`config.mk`:
```
export PLATFORM = sky130hd
export DESIGN_NAME = rs_station_bank
export DESIGN_NICKNAME = d
export VERILOG_FILES = /design/src/rtl/rs_pkg.sv /design/src/rtl/rs_station_bank.sv
export SDC_FILE = /design/constraint.sdc
export NUM_CORES = 1
export LEC_CHECK = 0
export BUFFER_PORTS_ARGS = -buffer_cell sky130_fd_sc_hd__buf_4
export CAP_MARGIN = 10
export CORE_ASPECT_RATIO = 0.9
export CORE_MARGIN = 1.5
export CORE_UTILIZATION = 55
export DETAILED_ROUTE_END_ITERATION = 7
export PLACE_DENSITY = 0.86
export SLEW_MARGIN = 10
export SYNTH_ARGS = -nofsm -noshare
export SYNTH_HDL_FRONTEND = slang
export SYNTH_SLANG_ARGS = --single-unit
```
`constraint.sdc`:
```
create_clock -name clk -period 4.5 [get_ports clk]
set_clock_uncertainty 0.1 [all_clocks]
set_input_delay 0.225 -clock clk [delete_from_list [all_inputs] [get_ports clk]]
set_output_delay 0.225 -clock clk [all_outputs]
set_load 0.02 [all_outputs]
```
`src/rtl/rs_pkg.sv`:
```
`default_nettype none

package rs_pkg;

	parameter int DATA_W = 32;
	parameter int TAG_W  = 4;

	typedef logic [DATA_W-1:0] data_t;
	typedef logic [TAG_W-1:0]  tag_t;

	// Zero tag marks an operand whose value is already held
	parameter tag_t TAG_NONE = '0;

	typedef enum logic [1:0] {
		OP_ADD   = 2'd0,
		OP_SUB   = 2'd1,
		OP_MUL   = 2'd2,
		OP_MULHU = 2'd3
	} op_t;

	typedef enum logic {
		ADD_PLUS  = 1'b0,
		ADD_MINUS = 1'b1
	} add_op_t;

	typedef enum logic {
		MUL_LO = 1'b0, // Low 32 bits of product
		MUL_HI = 1'b1  // High 32 bits, unsigned
	} mul_op_t;

	function automatic logic is_mul_op(op_t op);
		return (op == OP_MUL) || (op == OP_MULHU);
	endfunction

	// Station tag from class base and entry index
	function automatic tag_t make_tag(int base, int idx);
		return tag_t'(base + idx);
	endfunction

endpackage

`default_nettype wire

```
`src/rtl/rs_station_bank.sv`:
```
`timescale 1ns/1ps
`default_nettype none

module rs_station_bank import rs_pkg::*; #(
	parameter int  N_ENTRY   = 3,
	parameter int  BASE_TAG  = 1,
	parameter type payload_t = add_op_t
) (
	input  wire                clk,
	input  wire                rst_n,
	input  wire [N_ENTRY-1:0]  alloc,
	input  wire payload_t      alloc_payload,
	input  wire data_t         alloc_vj,
	input  wire data_t         alloc_vk,
	input  wire tag_t          alloc_qj,
	input  wire tag_t          alloc_qk,
	input  wire [N_ENTRY-1:0]  grant,
	input  wire                cdb_valid,
	input  wire tag_t          cdb_tag,
	input  wire data_t         cdb_value,
	output logic [N_ENTRY-1:0] free,
	output logic [N_ENTRY-1:0] ready,
	output payload_t           entry_payload [N_ENTRY],
	output data_t              entry_vj [N_ENTRY],
	output data_t              entry_vk [N_ENTRY]
);

	logic [N_ENTRY-1:0] busy;  // Waiting or executing
	logic [N_ENTRY-1:0] exec;  // Sent to the unit, result pending
	tag_t               qj [N_ENTRY];
	tag_t               qk [N_ENTRY];
	logic [N_ENTRY-1:0] done;
	logic [N_ENTRY-1:0] hit_j;
	logic [N_ENTRY-1:0] hit_k;

	always_comb begin
		for (int i = 0; i < N_ENTRY; i++) begin
			done[i]  = exec[i] && cdb_valid && (cdb_tag == make_tag(BASE_TAG, i));
			hit_j[i] = busy[i] && !exec[i] && cdb_valid &&
				(qj[i] != TAG_NONE) && (qj[i] == cdb_tag);
			hit_k[i] = busy[i] && !exec[i] && cdb_valid &&
				(qk[i] != TAG_NONE) && (qk[i] == cdb_tag);
			ready[i] = busy[i] && !exec[i] && (qj[i] == TAG_NONE) && (qk[i] == TAG_NONE);
		end
	end

	assign free = ~busy;

	always_ff @(posedge clk or negedge rst_n) begin
		if (!rst_n) begin
			busy <= '0;
			exec <= '0;
			for (int i = 0; i < N_ENTRY; i++) begin
				qj[i] <= TAG_NONE;
				qk[i] <= TAG_NONE;
			end
		end else begin
			for (int i = 0; i < N_ENTRY; i++) begin
				if (alloc[i]) begin
					busy[i] <= 1'b1;
					exec[i] <= 1'b0;
					qj[i]   <= alloc_qj;
					qk[i]   <= alloc_qk;
				end else if (done[i]) begin
					busy[i] <= 1'b0; // Own tag on CDB, station reusable
					exec[i] <= 1'b0;
				end else begin
					if (grant[i]) begin
						exec[i] <= 1'b1;
					end
					if (hit_j[i]) begin
						qj[i] <= TAG_NONE;
					end
					if (hit_k[i]) begin
						qk[i] <= TAG_NONE;
					end
				end
			end
		end
	end

	// Operand values and payload
	always_ff @(posedge clk) begin
		for (int i = 0; i < N_ENTRY; i++) begin
			if (alloc[i]) begin
				entry_payload[i] <= alloc_payload;
				entry_vj[i]      <= alloc_vj;
				entry_vk[i]      <= alloc_vk;
			end else begin
				if (hit_j[i]) begin
					entry_vj[i] <= cdb_value;
				end
				if (hit_k[i]) begin
					entry_vk[i] <= cdb_value;
				end
			end
		end
	end

	a_alloc_free: assert property (@(posedge clk) disable iff (!rst_n)
		(alloc & ~free) == '0);

	a_grant_ready: assert property (@(posedge clk) disable iff (!rst_n)
		(grant & ~ready) == '0);

endmodule

`default_nettype wire

```
Yosys cells after proc, flatten, opt, wreduce, memory -nomap -nowiden
Cells that the tools add are included.
{ "op_classes": {"n_eq_ne": 12, "mux": 45, "bitwise": 1, "n_reduce_logical": 63} }
{ "ops": {"columns": ["op", "n"], "rows": [
  ["32-bit 2-to-1 mux", 12],
  ["4-bit 2-to-1 mux", 18],
  ["1-bit logical AND", 30],
  ["4-bit equality test", 6],
  ["4-bit zero test", 6],
  ["4-bit nonzero test", 6],
  ["2-bit nonzero test", 9],
  ["1-bit 2-to-1 mux", 15],
  ["2-bit AND reduction", 6],
  ["3-bit nonzero test", 3],
  ["4-bit by 2-bit equality test with 1-bit output, second input constant", 2],
  ["2-bit inequality test, second input constant", 3],
  ["4-bit by 1-bit equality test with 1-bit output, second input constant", 1],
  ["1-bit zero test", 3],
  ["3-bit inverter", 1]
]} }
{ "totals": {"regBits": 225, "input_bits": 118, "output_inout_bits": 201, "elab_cells": 142} }

Longest topological paths before layout
{ "depth": {"ltp_word": 8, "mapped_depth": 5, "ltp_nobuf": 3} }

Worst setup path after synthesis
OpenSTA, ideal clock, no wires.
{ "synth_timing": {"kind": "flip-flop to flip-flop", "start": "register exec[0]", "end": "register entry_vj[64] (netlist name) (enable)", "setup_time_ns": 0.388, "arrival_ns": 1.792, "required_time_ns": 4.012, "setup_slack_ns": 2.221, "stages_incl_launch_ff": 4, "path_buffers": 0, "synth_period_minus_slack_ns": 2.279, "cell_sequence": "dfrtp_1 nand3b_1 nor4_2 a21o_1"} }
{ "synth_via": {"elab_chain_cells": 6} }
{ "synth_lines": {"columns": ["item", "line_no", "source"], "rows": [
  ["start, declared", "rs_station_bank.sv:29", "logic [N_ENTRY-1:0] exec;"],
  ["start signal, assigned", "rs_station_bank.sv:52", "exec <= '0;"],
  ["start signal, assigned by index", "rs_station_bank.sv:61", "exec[i] <= 1'b0;"],
  ["start signal, assigned by index", "rs_station_bank.sv:66", "exec[i] <= 1'b0;"],
  ["1-bit zero test", "rs_station_bank.sv:39", "hit_j[i] = busy[i] && !exec[i] && cdb_valid &&"],
  ["1-bit logical AND (3 in series)", "rs_station_bank.sv:39", null],
  ["1-bit logical AND", "rs_station_bank.sv:40", "(qj[i] != TAG_NONE) && (qj[i] == cdb_tag);"],
  ["2-bit nonzero test (no line)", null, null],
  ["end signal, assigned by index", "rs_station_bank.sv:87", "entry_vj[i] <= alloc_vj;"],
  ["end signal, assigned by index", "rs_station_bank.sv:91", "entry_vj[i] <= cdb_value;"],
  ["end, declared", "rs_station_bank.sv:24", "output data_t entry_vj [N_ENTRY],"]
]} }
No other way between the ends.
A chain may end at the register's enable or synchronous reset.

Final worst setup path
{ "layout_timing": {"start": "register exec[2]", "end": "register entry_vj[10] (netlist name) (enable)"} }
Same word-level chain as after synthesis.

==> impl_metrics.env <==
export IMPL_run_status="completed"
export IMPL_path_clk_slew_ns=0.06
export IMPL_wire_per_inst_um=21.7
export IMPL_post_synth_top_area_fraction_pct=59.6
export IMPL_clock_sinks=225
export IMPL_static_power_due_to_leakage_nw=6.79
export IMPL_drtIter0Drc=878
export IMPL_synth_seq_area_share_pct=67.2
export IMPL_via_count_of_the_first_global_routing_pass=9550
export IMPL_max_clock_path_buffers=3
export IMPL_number_of_cells_on_the_worst_reg_to_reg_path=3
export IMPL_cp_end_kind="flop"
export IMPL_power_ir_vdd_worst_uv=293
export IMPL_post_synth_inst_count=915
export IMPL_drt_pass1_iterations=6
export IMPL_final_min_period_over_clock_period_pct=57.0
export IMPL_synth_cell_types=33
export IMPL_clockRootBuffer="clkbuf_16"
export IMPL_htreeDepth=1
export IMPL_r2r_end="entry_vj[10]"
export IMPL_worstReg2RegStart="exec[2]"
export IMPL_setup_reg_to_reg_worst_slack_ns=1.94
export IMPL_crit_required_ns=4.52
export IMPL_max_fo_critical_path=32
export IMPL_final_design_area_no_fill_um2=14600
export IMPL_synth_edff_count=195
export IMPL_min_to="busy[2]"
export IMPL_grt_remaining_overflow=0
export IMPL_synth_ff_latch_count=225
export IMPL_avgViaCountPerCell=5.71
export IMPL_timing_max_transition_violations_final=0
export IMPL_routed_antenna_nets=0
export IMPL_postSynthNetCount=1033
export IMPL_syn_to_final_growth_pct=48.8
export IMPL_cts_buffers_inserted=23
export IMPL_powerDensity_nw_per_um2=376
export IMPL_startpoint_type="flop"
export IMPL_postLayoutSetupSlackWorst_ns=1.94
export IMPL_die_area_um2=18700
export IMPL_die_width_um=144
export IMPL_vias=9321
export IMPL_worst_slew_pin_transition_ns=1.07
export IMPL_fmax_mhz=390
export IMPL_gp_congestion=0.877
export IMPL_clk_insertion_delay_late_ns=0.51
export IMPL_total_neg_setup_slack_ns=0
export IMPL_postCtsSetupBuffers=0
export IMPL_floorplan_core_area_um2=17600
export IMPL_hpwl_um=19100
export IMPL_top_level_ports=319
export IMPL_synth_area_leaders="edfxtp_1 60%, nand2_1 18%, dfrtp_1 7.6%"
export IMPL_hp_class="in2reg"
export IMPL_yosys_warnings=0
export IMPL_grt_setup_unrepaired="false"
export IMPL_wl_um=35500
export IMPL_globalRouteTotalUtil_pct=37.7
export IMPL_post_route_cells_drive_above_1_share_pct=26.7
export IMPL_period_needed_ns=2.56
export IMPL_timing_hold_violations_final=0
export IMPL_timing_hold_worst_path_depth=3
export IMPL_initial_antenna_violation_count=2
export IMPL_worst_slew_margin_rel_pct=28.7
export IMPL_synth_ff_type="edfxtp_1"
export IMPL_tritoncts="yes"
export IMPL_die_height_um=130
export IMPL_rows=46
export IMPL_grt_first_pass_wirelength_um=52400
export IMPL_route_detailed_drc=0
export IMPL_postLayoutCoreUtil_pct=83.3
export IMPL_buffer_ports_inserted=318
export IMPL_synthArstFlopShare_pct=13.3
export IMPL_arrival_ns=2.58
export IMPL_synth_top_cells_by_count="484 x nand2_1, 195 x edfxtp_1, 38 x nand2b_1"
export IMPL_post_dp_cell_area_um2=12300
export IMPL_synth_area_per_cell_um2=10.7
export IMPL_timing_final_setup_violations=0
export IMPL_synth_largest_area_cell="edfxtp_1"
export IMPL_nets_final=1493
export IMPL_timing_setup_critical_path_class="reg2reg"
export IMPL_worst_hold_startpoint="cdb_tag[0]"
export IMPL_max_cap_violations=0
export IMPL_initial_core_utilization_pct=56.0
export IMPL_yosysMostFrequentCell="nand2_1"
export IMPL_largest_net_degree_at_the_start_of_global_routing=79
export IMPL_cts_resized=0
export IMPL_netlist_area_um2=9830
export IMPL_dp_worst_setup_slack_ns=1.99
## area by class of cell
cell class,instances,area [um2]
Antenna cell,1,2.50
Clock buffer,38,662
Clock inverter,4,48.8
Fill cell,847,2930
Inverter,5,18.8
Multi-Input combinational cell,642,3000
Sequential cell,225,6610
Tap cell,240,300
Timing Repair Buffer,478,3990
## critical path, cell delays in order (launching register included)
cell and delay (ns):
dfrtp_1 0.41, nand3b_1 0.24, nor4_2 0.49, a21o_2 0.92
## cells in the final DEF, fill, tap and decap left out, types with 4 or more instances in the layout
| master | netlist | layout |
|---|---|---|
| nand4b_1 | 7 | 7 |
| mux2i_1 | 6 | 6 |
| nand2b_1 | 38 | 38 |
| nand2_1 | 484 | 484 |
| o21ai_0 | 6 | 6 |
| edfxtp_1 | 195 | 195 |
| clkbuf_1 | 16 | 12 |
| nor3_1 | 6 | 6 |
| xor2_1 | 17 | 17 |
| dlygate4sd3_1 | 0 | 159 |
| dfrtp_1 | 30 | 30 |
| a21oi_1 | 6 | 6 |
| o211ai_1 | 18 | 18 |
| a21o_2 | 0 | 6 |
| nand3b_1 | 4 | 4 |
| or2_2 | 6 | 6 |
| nand4_1 | 12 | 12 |
| buf_4 | 3 | 319 |
| clkbuf_16 | 0 | 23 |
## where the power goes
group / switching (mW) / internal, mW
combinational: 0.621 / 0.446
clock: 0.790 / 1.06
sequential: 0.0976 / 2.48
total: 1.51 / 3.99
## how the worst max path moves through the flow
stage / from / to / slack, ns
3_3_place_gp: exec[2] / entry_vj[15] / 2.04
3_5_place_dp: exec[2] / entry_vj[15] / 1.99
5_1_grt: exec[0] / entry_vj[74] / 1.86
2_1_floorplan: exec[0] / entry_vj[64] / 2.22
6_report: exec[2] / entry_vj[10] / 1.94
4_1_cts: exec[2] / entry_vj[30] / 1.95
## what timing repair did
action | CTS | global route
hold endpoints to repair | 252 | 0
endpoints found under the setup margin | 0 | 0
hold buffers | 159 | 0
## cells by family after synthesis
family / Yosys count / share of synthesized area [%]
AND/OR/NAND/NOR: 576 / 25.2
XOR/XNOR: 18 / 1.68
buffers and inverters: 48 / 2.32
AO/OA/AOI/OAI: 42 / 2.97
multiplexers: 6 / 0.611
flip-flops: 225 / 67.2
## registers in the layout (all words and copies together) (netlist names)
register       flops
entry_vj          96
entry_payload      3
qk                12
entry_vk          96
qj                12
busy               3
exec               3
## stage by stage
step | hold slack (ns) | instances | power, mW
CTS | 0.0150 | 1632 | 5.42
finish | 0.0362 | 1633 | 5.50
floorplan | -0.171 | 915 | 3.07
global placement | 0.0765 | 1431 | 3.47
detailed placement | 0.0737 | 1431 | 3.50
global route | 0.0542 | 1633 | 5.65
## layer usage
| metal | vias up | GRT usage [%] | part of all wire, % |
|---|---|---|---|
| met5 | - | 0 | 0.037 |
| met3 | 180 | 10.4 | 13 |
| met2 | 791 | 64.3 | 49 |
| met4 | 2 | 18.9 | 5.7 |
| li1 | 3995 | - | - |
| met1 | 4353 | 44.1 | 33 |
No activity file was read; power rests on OpenSTA's default activity.
