### src/rtl/rs_pkg.sv
`default_nettype none

package rs_pkg;

	parameter int DATA_W = 32;
	parameter int TAG_W  = 4;

	typedef logic [DATA_W-1:0] data_t;
	typedef logic [TAG_W-1:0]  tag_t;

	// Zero tag marks an operand whose value is already held
	parameter tag_t TAG_NONE = '0;

	typedef enum logic [1:0] {
		OP_ADD   = 2'd0,
		OP_SUB   = 2'd1,
		OP_MUL   = 2'd2,
		OP_MULHU = 2'd3
	} op_t;

	typedef enum logic {
		ADD_PLUS  = 1'b0,
		ADD_MINUS = 1'b1
	} add_op_t;

	typedef enum logic {
		MUL_LO = 1'b0, // Low 32 bits of product
		MUL_HI = 1'b1  // High 32 bits, unsigned
	} mul_op_t;

	function automatic logic is_mul_op(op_t op);
		return (op == OP_MUL) || (op == OP_MULHU);
	endfunction

	// Station tag from class base and entry index
	function automatic tag_t make_tag(int base, int idx);
		return tag_t'(base + idx);
	endfunction

endpackage

`default_nettype wire

### src/rtl/rs_dispatch.sv
`timescale 1ns/1ps
`default_nettype none

module rs_dispatch import rs_pkg::*; #(
	parameter int  N_ENTRY   = 3,
	parameter int  BASE_TAG  = 1,
	parameter type payload_t = add_op_t
) (
	input  wire                clk,
	input  wire                rst_n,
	input  wire [N_ENTRY-1:0]  ready,
	input  wire payload_t      entry_payload [N_ENTRY],
	input  wire data_t         entry_vj [N_ENTRY],
	input  wire data_t         entry_vk [N_ENTRY],
	input  wire                unit_ready,
	output logic [N_ENTRY-1:0] grant,
	output logic               unit_valid,
	output payload_t           unit_op,
	output data_t              unit_vj,
	output data_t              unit_vk,
	output tag_t               unit_tag
);

	localparam int IDX_W = (N_ENTRY > 1) ? $clog2(N_ENTRY) : 1;

	logic             locked;    // Unit stalled on a presented entry
	logic [IDX_W-1:0] lock_idx;
	logic [IDX_W-1:0] pick_idx;
	logic [IDX_W-1:0] sel_idx;

	always_comb begin
		pick_idx = '0;
		for (int i = N_ENTRY - 1; i >= 0; i--) begin
			if (ready[i]) begin
				pick_idx = IDX_W'(i);
			end
		end
	end

	assign sel_idx    = locked ? lock_idx : pick_idx;
	assign unit_valid = |ready;  // Locked entry stays ready until granted

	assign unit_op  = entry_payload[sel_idx];
	assign unit_vj  = entry_vj[sel_idx];
	assign unit_vk  = entry_vk[sel_idx];
	assign unit_tag = make_tag(BASE_TAG, int'(sel_idx));

	assign grant = (unit_valid && unit_ready) ? (N_ENTRY'(1) << sel_idx) : '0;

	always_ff @(posedge clk or negedge rst_n) begin
		if (!rst_n) begin
			locked   <= 1'b0;
			lock_idx <= '0;
		end else if (unit_valid && !unit_ready) begin
			locked   <= 1'b1;
			lock_idx <= sel_idx;
		end else if (unit_valid && unit_ready) begin
			locked <= 1'b0;
		end
	end

	a_hold_stable: assert property (@(posedge clk) disable iff (!rst_n)
		unit_valid && !unit_ready |=> unit_valid && $stable(unit_tag) &&
			$stable(unit_op) && $stable(unit_vj) && $stable(unit_vk));

endmodule

`default_nettype wire

### config.mk
export PLATFORM = sky130hd
export DESIGN_NAME = rs_dispatch
export DESIGN_NICKNAME = d
export VERILOG_FILES = /design/src/rtl/rs_pkg.sv /design/src/rtl/rs_dispatch.sv
export SDC_FILE = /design/constraint.sdc
export NUM_CORES = 1
export LEC_CHECK = 0
export BUFFER_PORTS_ARGS = -buffer_cell sky130_fd_sc_hd__buf_2
export CORE_AREA = 4 4 103 105
export CTS_BUF_LIST = sky130_fd_sc_hd__clkbuf_4
export DETAILED_ROUTE_END_ITERATION = 7
export DIE_AREA = 0 0 107 109
export GPL_TIMING_DRIVEN = 1
export PLACE_DENSITY_LB_ADDON = 0.25
export SLEW_MARGIN = 20
export SYNTH_ARGS = -nofsm -noshare
export SYNTH_HDL_FRONTEND = slang
export SYNTH_SLANG_ARGS = --single-unit
export TNS_END_PERCENT = 1
### constraint.sdc
create_clock -name clk -period 1.8 [get_ports clk]
set_input_delay 0.18 -clock clk [delete_from_list [all_inputs] [get_ports clk]]
set_output_delay 0.18 -clock clk [all_outputs]
set_load 0.02 [all_outputs]
-- Word-level counts from Yosys, hierarchy flattened
Index checks and enable logic that the tools add are counted.
- eq/ne operators: 0
- bitwise gates (word level): 1
- divide/modulo/power cells: 0
- shifts and indexed selects: 1
- reductions and logical operators: 5
- order comparisons: 1
- muxes and demuxes: 16
- $mul: 0
- add/subtract/negate cells: 1
- operators by type and width (operator ; count):
    $bmux W32 S2 ; 2
    $mux W32 ; 4
    $mux W2 ; 4
    $mux W1 ; 4
    $add A1 B2 Y3 const A ; 1
    $ge A3 B3 Y1 const B ; 1
    $mux W3 ; 1
    $not A2 Y3 ; 1
    $reduce_or A3 Y1 ; 1
    $shl A1 B2 Y3 const A ; 1
    $bmux W1 S2 ; 1
    $logic_and A1 B1 Y1 ; 2
    $reduce_bool A2 Y1 ; 1
    $logic_not A1 Y1 ; 1
- flip-flop bits (word level): 3
- RAM bits: 0
- bits of input ports: 201
- memories kept: 0
- latch bits: 0
- output and inout port bits: 73
- memory bits (read-only): 0
- word-level logic and storage cells: 27

-- Logic depth before layout (Yosys ltp)
Gate-level depths: netlist (run 1).
- depth in word-level cells: 8
- gate-level depth with buffers: 6
- gate-level depth less buffers: 3

-- Worst setup path after synthesis (run 1)
Ideal clock, no wire load.
- path type: register -> output
- start point: reg locked
- end point: out grant[2]
- stages on the path, launching flop included: 7
- path slack: 0.123 ns
- arrival time: 1.497 ns
- data required time: 1.620 ns
- cells stage by stage: dfrtp_1 buf_4 nand2b_1 o2bb2ai_2 buf_2 buf_4 nor2b_1
- word-level cells in the longest chain between the ends: 3
- RTL lines (item ; RTL line ; text):
    start: declaration ; rs_dispatch.sv:26 ; logic locked;
    start signal: assignment ; rs_dispatch.sv:52 ; locked <= 1'b0;
    start signal: assignment ; rs_dispatch.sv:55 ; locked <= 1'b1;
    start signal: assignment ; rs_dispatch.sv:58 ; locked <= 1'b0;
    $mux W2 ; rs_dispatch.sv:40 ; assign sel_idx = locked ? lock_idx : pick_idx;
    $shl A1 B2 Y3 ; rs_dispatch.sv:48 ; assign grant = (unit_valid && unit_ready) ? (N_ENTRY'(1) << sel_idx) : '0;
    $mux W3 ; rs_dispatch.sv:48 ;
    end: declaration ; rs_dispatch.sv:16 ; output logic [N_ENTRY-1:0] grant,
Every way passes these cells.

-- Worst setup path in the final report (run 1)
- start point: reg locked
- end point: out unit_vk[5]
- word-level cells in the longest chain between the ends: 5
- RTL lines (item ; RTL line ; text):
    $mux W2 ; rs_dispatch.sv:40 ;
    $not A2 Y3 (implied by the code) ; rs_dispatch.sv:45 ; assign unit_vk = entry_vk[sel_idx];
    $bmux W32 S2 ; rs_dispatch.sv:45 ;
    $mux W32 (implied by the code) (2 in a row) ; rs_dispatch.sv:45 ;
    end: declaration ; rs_dispatch.sv:20 ; output data_t unit_vk,
Every way passes these cells. The select of a mux whose other input is x is not followed.

==> results of run 1 <==
[flip-flops by register name, summed over array words and instances (netlist names)]
name      flops
locked        1
lock_idx      2
[critical path, cell delays in order (launching register included)]
cell	delay [ns]
dfrtp_1	0.36
buf_6	0.13
buf_6	0.10
nand2b_4	0.12
o2bb2ai_4	0.09
buf_12	0.16
clkbuf_16	0.17
a221o_1	0.34
buf_2	0.16
[kinds of logic after synthesis]
logic type | count (synthesis) | share of synthesized area [%]
other cells | 1 | 0.240
simple gates | 13 | 4.96
flops | 3 | 4.80
compound gates | 142 | 78.1
buf+inv | 32 | 11.8
[metal layers]
layer	track usage (%)	up-vias	wire [µm]
li1	-	1367	-
met1	19.6	1324	4530
met2	25.9	161	5230
met3	2.90	8	938
met4	1.83	0	97
met5	0	-	0
[power groups by stage]
stage	logic (µW)	clock network, µW	registers, µW
after floorplan	975	0	86.3
after global placement	1570	0	89.4
after detailed placement	1580	0	89.6
after CTS	1810	141	89.2
after global routing	2040	147	91.7
final	1920	135	90.0
[cell usage in the layout (no fill, tap or decap), types with 2 or more instances in the layout]
cell         n
a21boi_1    18
buf_6       20
a21boi_0    48
nor2b_1      3
and3_1       2
buf_12      10
a221o_1     65
clkbuf_4     4
buf_2      252
dfrtp_1      3
buf_4        6
clkbuf_16    4
a21oi_1      4
nor2_1       2
buf_16       3
o21ai_0      2
[metrics by stage]
stage | utilization (%) | cell area, µm² | std cells | total power (µW) | worst slack, ns
detailed placement | 32.1 | 3090 | 574 | 1670 | -0.0411
CTS | 35.0 | 3370 | 587 | 2040 | -0.287
global route | 37.0 | 3570 | 594 | 2280 | -0.310
global placement | 32.1 | 3090 | 574 | 1660 | -0.0284
finish | 37.0 | 3570 | 594 | 2150 | -0.240
floorplan | - | 1560 | 191 | 1060 | 0.123
[final timing paths]
check	start	endpoint	slack, ns
max	locked$_DFFE_PN0P_	unit_vk[5]	-0.24
min	unit_ready	lock_idx[0]$_DFFE_PN0P_	0.25
min in group asynchronous	rst_n	lock_idx[0]$_DFFE_PN0P_	0.27
max in group asynchronous	rst_n	lock_idx[1]$_DFFE_PN0P_	1.42
min reg2reg	lock_idx[1]$_DFFE_PN0P_	lock_idx[1]$_DFFE_PN0P_	0.61
max reg2reg	locked$_DFFE_PN0P_	lock_idx[0]$_DFFE_PN0P_	0.35
[what timing repair did]
item / CTS / global route
buffers inserted: 4 / 1
pin swaps: 2 / 12
resized for setup: 29 / 26
gates cloned: 4 / 6
endpoints found under the setup margin: 69 / 69
hold endpoints to repair: 3 / 0
hold buffers: 1 / 0
[layout make-up]
class,instances,area (µm²)
Clock buffer,4,30.0
Tap cell,133,166
Timing Repair Buffer,297,1960
Multi-Input combinational cell,156,1330
Inverter,1,3.75
Fill cell,1059,6070
Sequential cell,3,75.1
==> results.md, run 1 <==
* Die footprint at roughly 12,000 µm²
* Hold Crit Class: in -> reg
* Synth Flop Type: dfrtp_1
* Peak VDD IR at slightly below 0.0003 V
* Worst Path Required at around 1.6 ns
* Final slew viol count at 0
* Detailed-route via count at 2,860
* Reg power frac at roughly 4.2%
* Syn avg cell area at 8.18 µm²
* Final WL at 10,800 µm
* Final TNS setup at -13.07 ns
* Antenna violations before repair at 0
* Synth Register Bits at 3
* Row count at 36
* CTS root buf: clkbuf_4
* Post-route ant nets at 0
* CTS buffer count at 3
* Tot GR Track Use at approximately 15%
* Post-Syn Instances at around 190
* TritonCTS clock tree: built
* Synthesized area at 1560 µm²
* Internal at 1120 µW
* Cell depth of the worst flop-to-flop path at 4
* Leakage power at around 0.0019 µW
* Ant. Diodes at 0
* Vias in the first global route at around 2.7k
* Nets at ~660
* P&R area growth vs syn at 128%
* # DRC at 0
* Worst Path Max Fanout at 9
* Clock group share of total power at 6.3%
* NetSw at 1020 µW
* Core area at around 9600 µm²
* RSZ-0062 raised after global routing: yes
* PwrDens at 602 nW/µm²
* Commonest cells post-synth: a221o_1 (65), a21boi_0 (59), clkbuf_1 (11), a21boi_1 (7), buf_2 (7)
* I/O Buffers at approximately 270
* Tcrit/Tclk final at 113%
* Post-synth EDFFs at 0
* Die extent in x at 107 µm
* DR vias/cell at 4.81
* Ys Warns at 0
* GR Overflow Total at 0
* Initial Util at 16.2%
* CTS H-Tree Depth at 1
* Layout cell share with drive strength beyond 1 at 66.2%
* Most common cell in the netlist: a221o_1
* HPWL after DPL at 7570 µm
* Number of DRC markers in iteration 0 at 197
* Seq/Total Area, Yosys at 4.80%
* Fin crit period at 2.04 ns
* WHS Path Cells at 3
* Failing checks: negative setup slack
* WL per Instance at about 18 µm
* Reg clk slew, reported paths at 0.04 ns
* I/O Pins at ~270
* Gp weighted congestion at 0.744
* Crit path kind: reg -> out
* Setup crit end kind: primary output
* CTS Sinks at 3
* Fmax at around 500 MHz
* Outcome: finished with violations
* Worst-Skew Late Latency at about 0.23 ns
* Min Hold Slack at 0.250 ns
* Leading area contributor after synthesis: a221o_1
* Die H at 109 µm
* Top cell type's share of synthesized area at 41.6%
* Crit path launch type: flop
* Largest net degree at the start of global routing at 43
* Synth unique cells at 27
* Final Hold Viols at 0
* Post-synth ARST share at 100%
* Syn_nets at 392
* Max Cap Viol at 0
* WP data arrival at about 1.9 ns
* Drt pass-1 iters at 4
* CTS max path bufs at 2
* Comb pwr share at 89.5%
* PnR worst setup slack at -0.240 ns
* Setup Skew at ~0.0024 ns
* Sw frac at 47.7%
* First-pass GRT wire length at about 14,000 µm
* Endpoints failing setup at 67
* Largest cells by area after synthesis: a221o_1 (42%), a21boi_0 (28%), dfrtp_1 (4.8%)
(Power assumes the default switching activity.)
==> run 2: changes to the inputs <==
- PLACE_DENSITY_LB_ADDON: 0.25 -> default
==> results.md, run 2 (synthesis results as in run 1) <==
* # DRC at 0 (unchanged)
* Die extent in x at 107 µm (unchanged)
* PnR worst setup slack at -0.224 ns (+0.0158 ns)
* Nets at 649 (-2.1%)
* Min Hold Slack at 0.245 ns (-0.00477 ns)
* Largest net degree at the start of global routing at 36 (-16%)
* NetSw at 964 µW (-5.9%)
* Setup Skew at 0.00680 ns (+0.00440 ns)
* Gp weighted congestion at 0.900 (+21%)
* GR Overflow Total at 0 (unchanged)
* Hold Crit Class: in -> reg
* Vias in the first global route at 2,658 (-2.2%)
* Worst Path Max Fanout at 30 (+21)
* Antenna violations before repair at 0 (unchanged)
* Slowest cell on crit path: dfrtp_1
* I/O Buffers at 272 (unchanged)
* Outcome: finished with violations
* Endpoints failing setup at 67 (unchanged)
* Clock group share of total power at 7.2% (+0.9 points)
* Internal at 931 µW (-17%)
* Peak VDD IR at 0.000338 V (+17%)
* Commonest non-fill, non-tap cell in the layout: buf_2
* Finished Core Util at 33.4% (-3.6 points)
* Core area at 9640 µm² (unchanged)
* Comb pwr share at 88.1% (-1.4 points)
* Post-route ant nets at 0 (unchanged)
* Ant. Diodes at 0 (unchanged)
* I/O Pins at 274 (unchanged)
* Most frequent cells in the layout: buf_2 (265), a221o_1 (65), a21boi_0 (52)
* Top reg by flops: lock_idx
* Fmax at 494 MHz (+0.78%)
* Drt pass-1 iters at 4 (unchanged)
* Max Cap Viol at 0 (unchanged)
* Post-route cell area at 3220 µm² (-9.7%)
* Most used cell, CP: buf_6
* Reg power frac at 4.7% (+0.5 points)
* Largest regs: lock_idx (2), locked (1)
* Final Hold Viols at 0 (unchanged)
* Tcrit/Tclk final at 112% (-0.88 points)
* Failing checks: negative setup slack
* Final WL at 9550 µm (-12%)
* PwrDens at 589 nW/µm² (-2.3%)
* Number of DRC markers in iteration 0 at 256 (+30%)
* CTS buffer count at 3 (unchanged)
* Pre-CTS setup slack at -0.152 ns (-0.111 ns)
* First-pass GRT wire length at 13,300 µm (-5.8%)
* Crit path kind: reg -> out
* Die H at 109 µm (unchanged)
* Area occupied by multi-input gates at 1330 µm² (-0.28%)
* TritonCTS clock tree: built
* Leakage power at 0.00171 µW (-8.4%)
* Tot GR Track Use at 13.8% (-1.0 points)
* DR vias/cell at 4.88 (+1.3%)
* Fillers at 1,051 (-0.76%)
* Placed Area at 3080 µm² (-0.40%)
* Reg clk slew, reported paths at 0.04 ns (about the same)
* Sw frac at 50.9% (+3.2 points)
* Die footprint at 11,700 µm² (unchanged)
* Worst-path cell chain: buf_6 -> o31a_4 -> buf_12 -> a221o_1 -> buf_6
* Post-Layout Cell Count at 580 (-2.4%)
* CP peak stage delay at 0.39 ns (+0.03 ns)
* Placed insts at 574 (unchanged)
* CTS root buf: clkbuf_4
* Setup crit end kind: primary output
* HPWL after DPL at 7640 µm (+1.0%)
* Worst-Skew Late Latency at 0.23 ns (about the same)
* Row count at 36 (unchanged)
* Final slew viol count at 0 (unchanged)
* Register area at 75.1 µm² (unchanged)
* WP data arrival at 1.84 ns (-0.02 ns)
* Initial Util at 16.2% (unchanged)
* Max reg flops at 2 (unchanged)
* WL per Instance at 16.5 µm (-9.4%)
* Worst Path Required at 1.62 ns (about the same)
* CTS max path bufs at 2 (unchanged)
* P&R area growth vs syn at 106%
* RSZ-0062 raised after global routing: yes
* Fin crit period at 2.02 ns (-0.0158 ns)
* Crit path launch type: flop
* Detailed-route via count at 2,829 (-1.1%)
* Layout cell share with drive strength beyond 1 at 65.1% (-1.1 points)
* CTS Sinks at 3 (unchanged)
* CTS H-Tree Depth at 1 (unchanged)
* Post-CTS Setup Repair Bufs at 0 (-4)
==> run 2: final timing paths <==
kind,from,to,slack (ns),depth (start not counted)
setup / recovery,locked$_DFFE_PN0P_,unit_vk[23],-0.22,5
hold / removal,unit_ready,lock_idx[0]$_DFFE_PN0P_,0.25,3
setup reg to reg,locked$_DFFE_PN0P_,lock_idx[0]$_DFFE_PN0P_,0.40,4
hold reg to reg,lock_idx[1]$_DFFE_PN0P_,lock_idx[1]$_DFFE_PN0P_,0.61,2
max in group asynchronous,rst_n,lock_idx[1]$_DFFE_PN0P_,1.40,2
min in group asynchronous,rst_n,lock_idx[0]$_DFFE_PN0P_,0.28,2
==> run 2: area by class of cell <==
cell class,count,area share [%]
multi-input cells,156,41.3
inverters,1,0.117
well taps,133,5.17
repair buffers,283,50.1
flip-flops and latches,3,2.33
clock buffers,4,0.933
==> run 2: what timing repair did <==
| action | 4_1_cts | 5_1_grt |
|---|---|---|
| resized for setup | 16 | 13 |
| pin swaps | 1 | 1 |
| gates cloned | 1 | 0 |
| setup endpoints to repair | 69 | 68 |
| hold endpoints to repair | 3 | 0 |
| hold buffers | 1 | 0 |
==> run 2: per-stage QoR <==
step                      power (µW)  setup TNS (ns)
after floorplan                 1060               0
after global placement          1650          -0.206
after detailed placement        1670          -0.802
after CTS                       1880          -13.15
after global routing            2010          -16.47
final                           1890          -12.39
==> run 2: power by group through the flow <==
stage | Combinational (µW) | Clock [µW] | Sequential, µW
finish | 1670 | 137 | 88.5
CTS | 1640 | 143 | 88.4
global placement | 1570 | 0 | 88.1
global route | 1780 | 143 | 91.0
floorplan | 975 | 0 | 86.3
detailed placement | 1580 | 0 | 88.8
==> run 2: routing by layer <==
layer | up-vias | wire length, µm | global-route usage [%]
met2 | 159 | 4920 | 25.4
met4 | 0 | 89 | 2.01
met3 | 8 | 887 | 2.37
met1 | 1325 | 3650 | 17.2
li1 | 1337 | - | -
met5 | - | 0 | 0
==> run 2: worst max-delay path: cells and delay by family, from the launching register on <==
kind                   cells  cell delay (ns)
flip-flops                 1             0.39
AO/OA/AOI/OAI              2             0.73
buffers and inverters      3             0.48
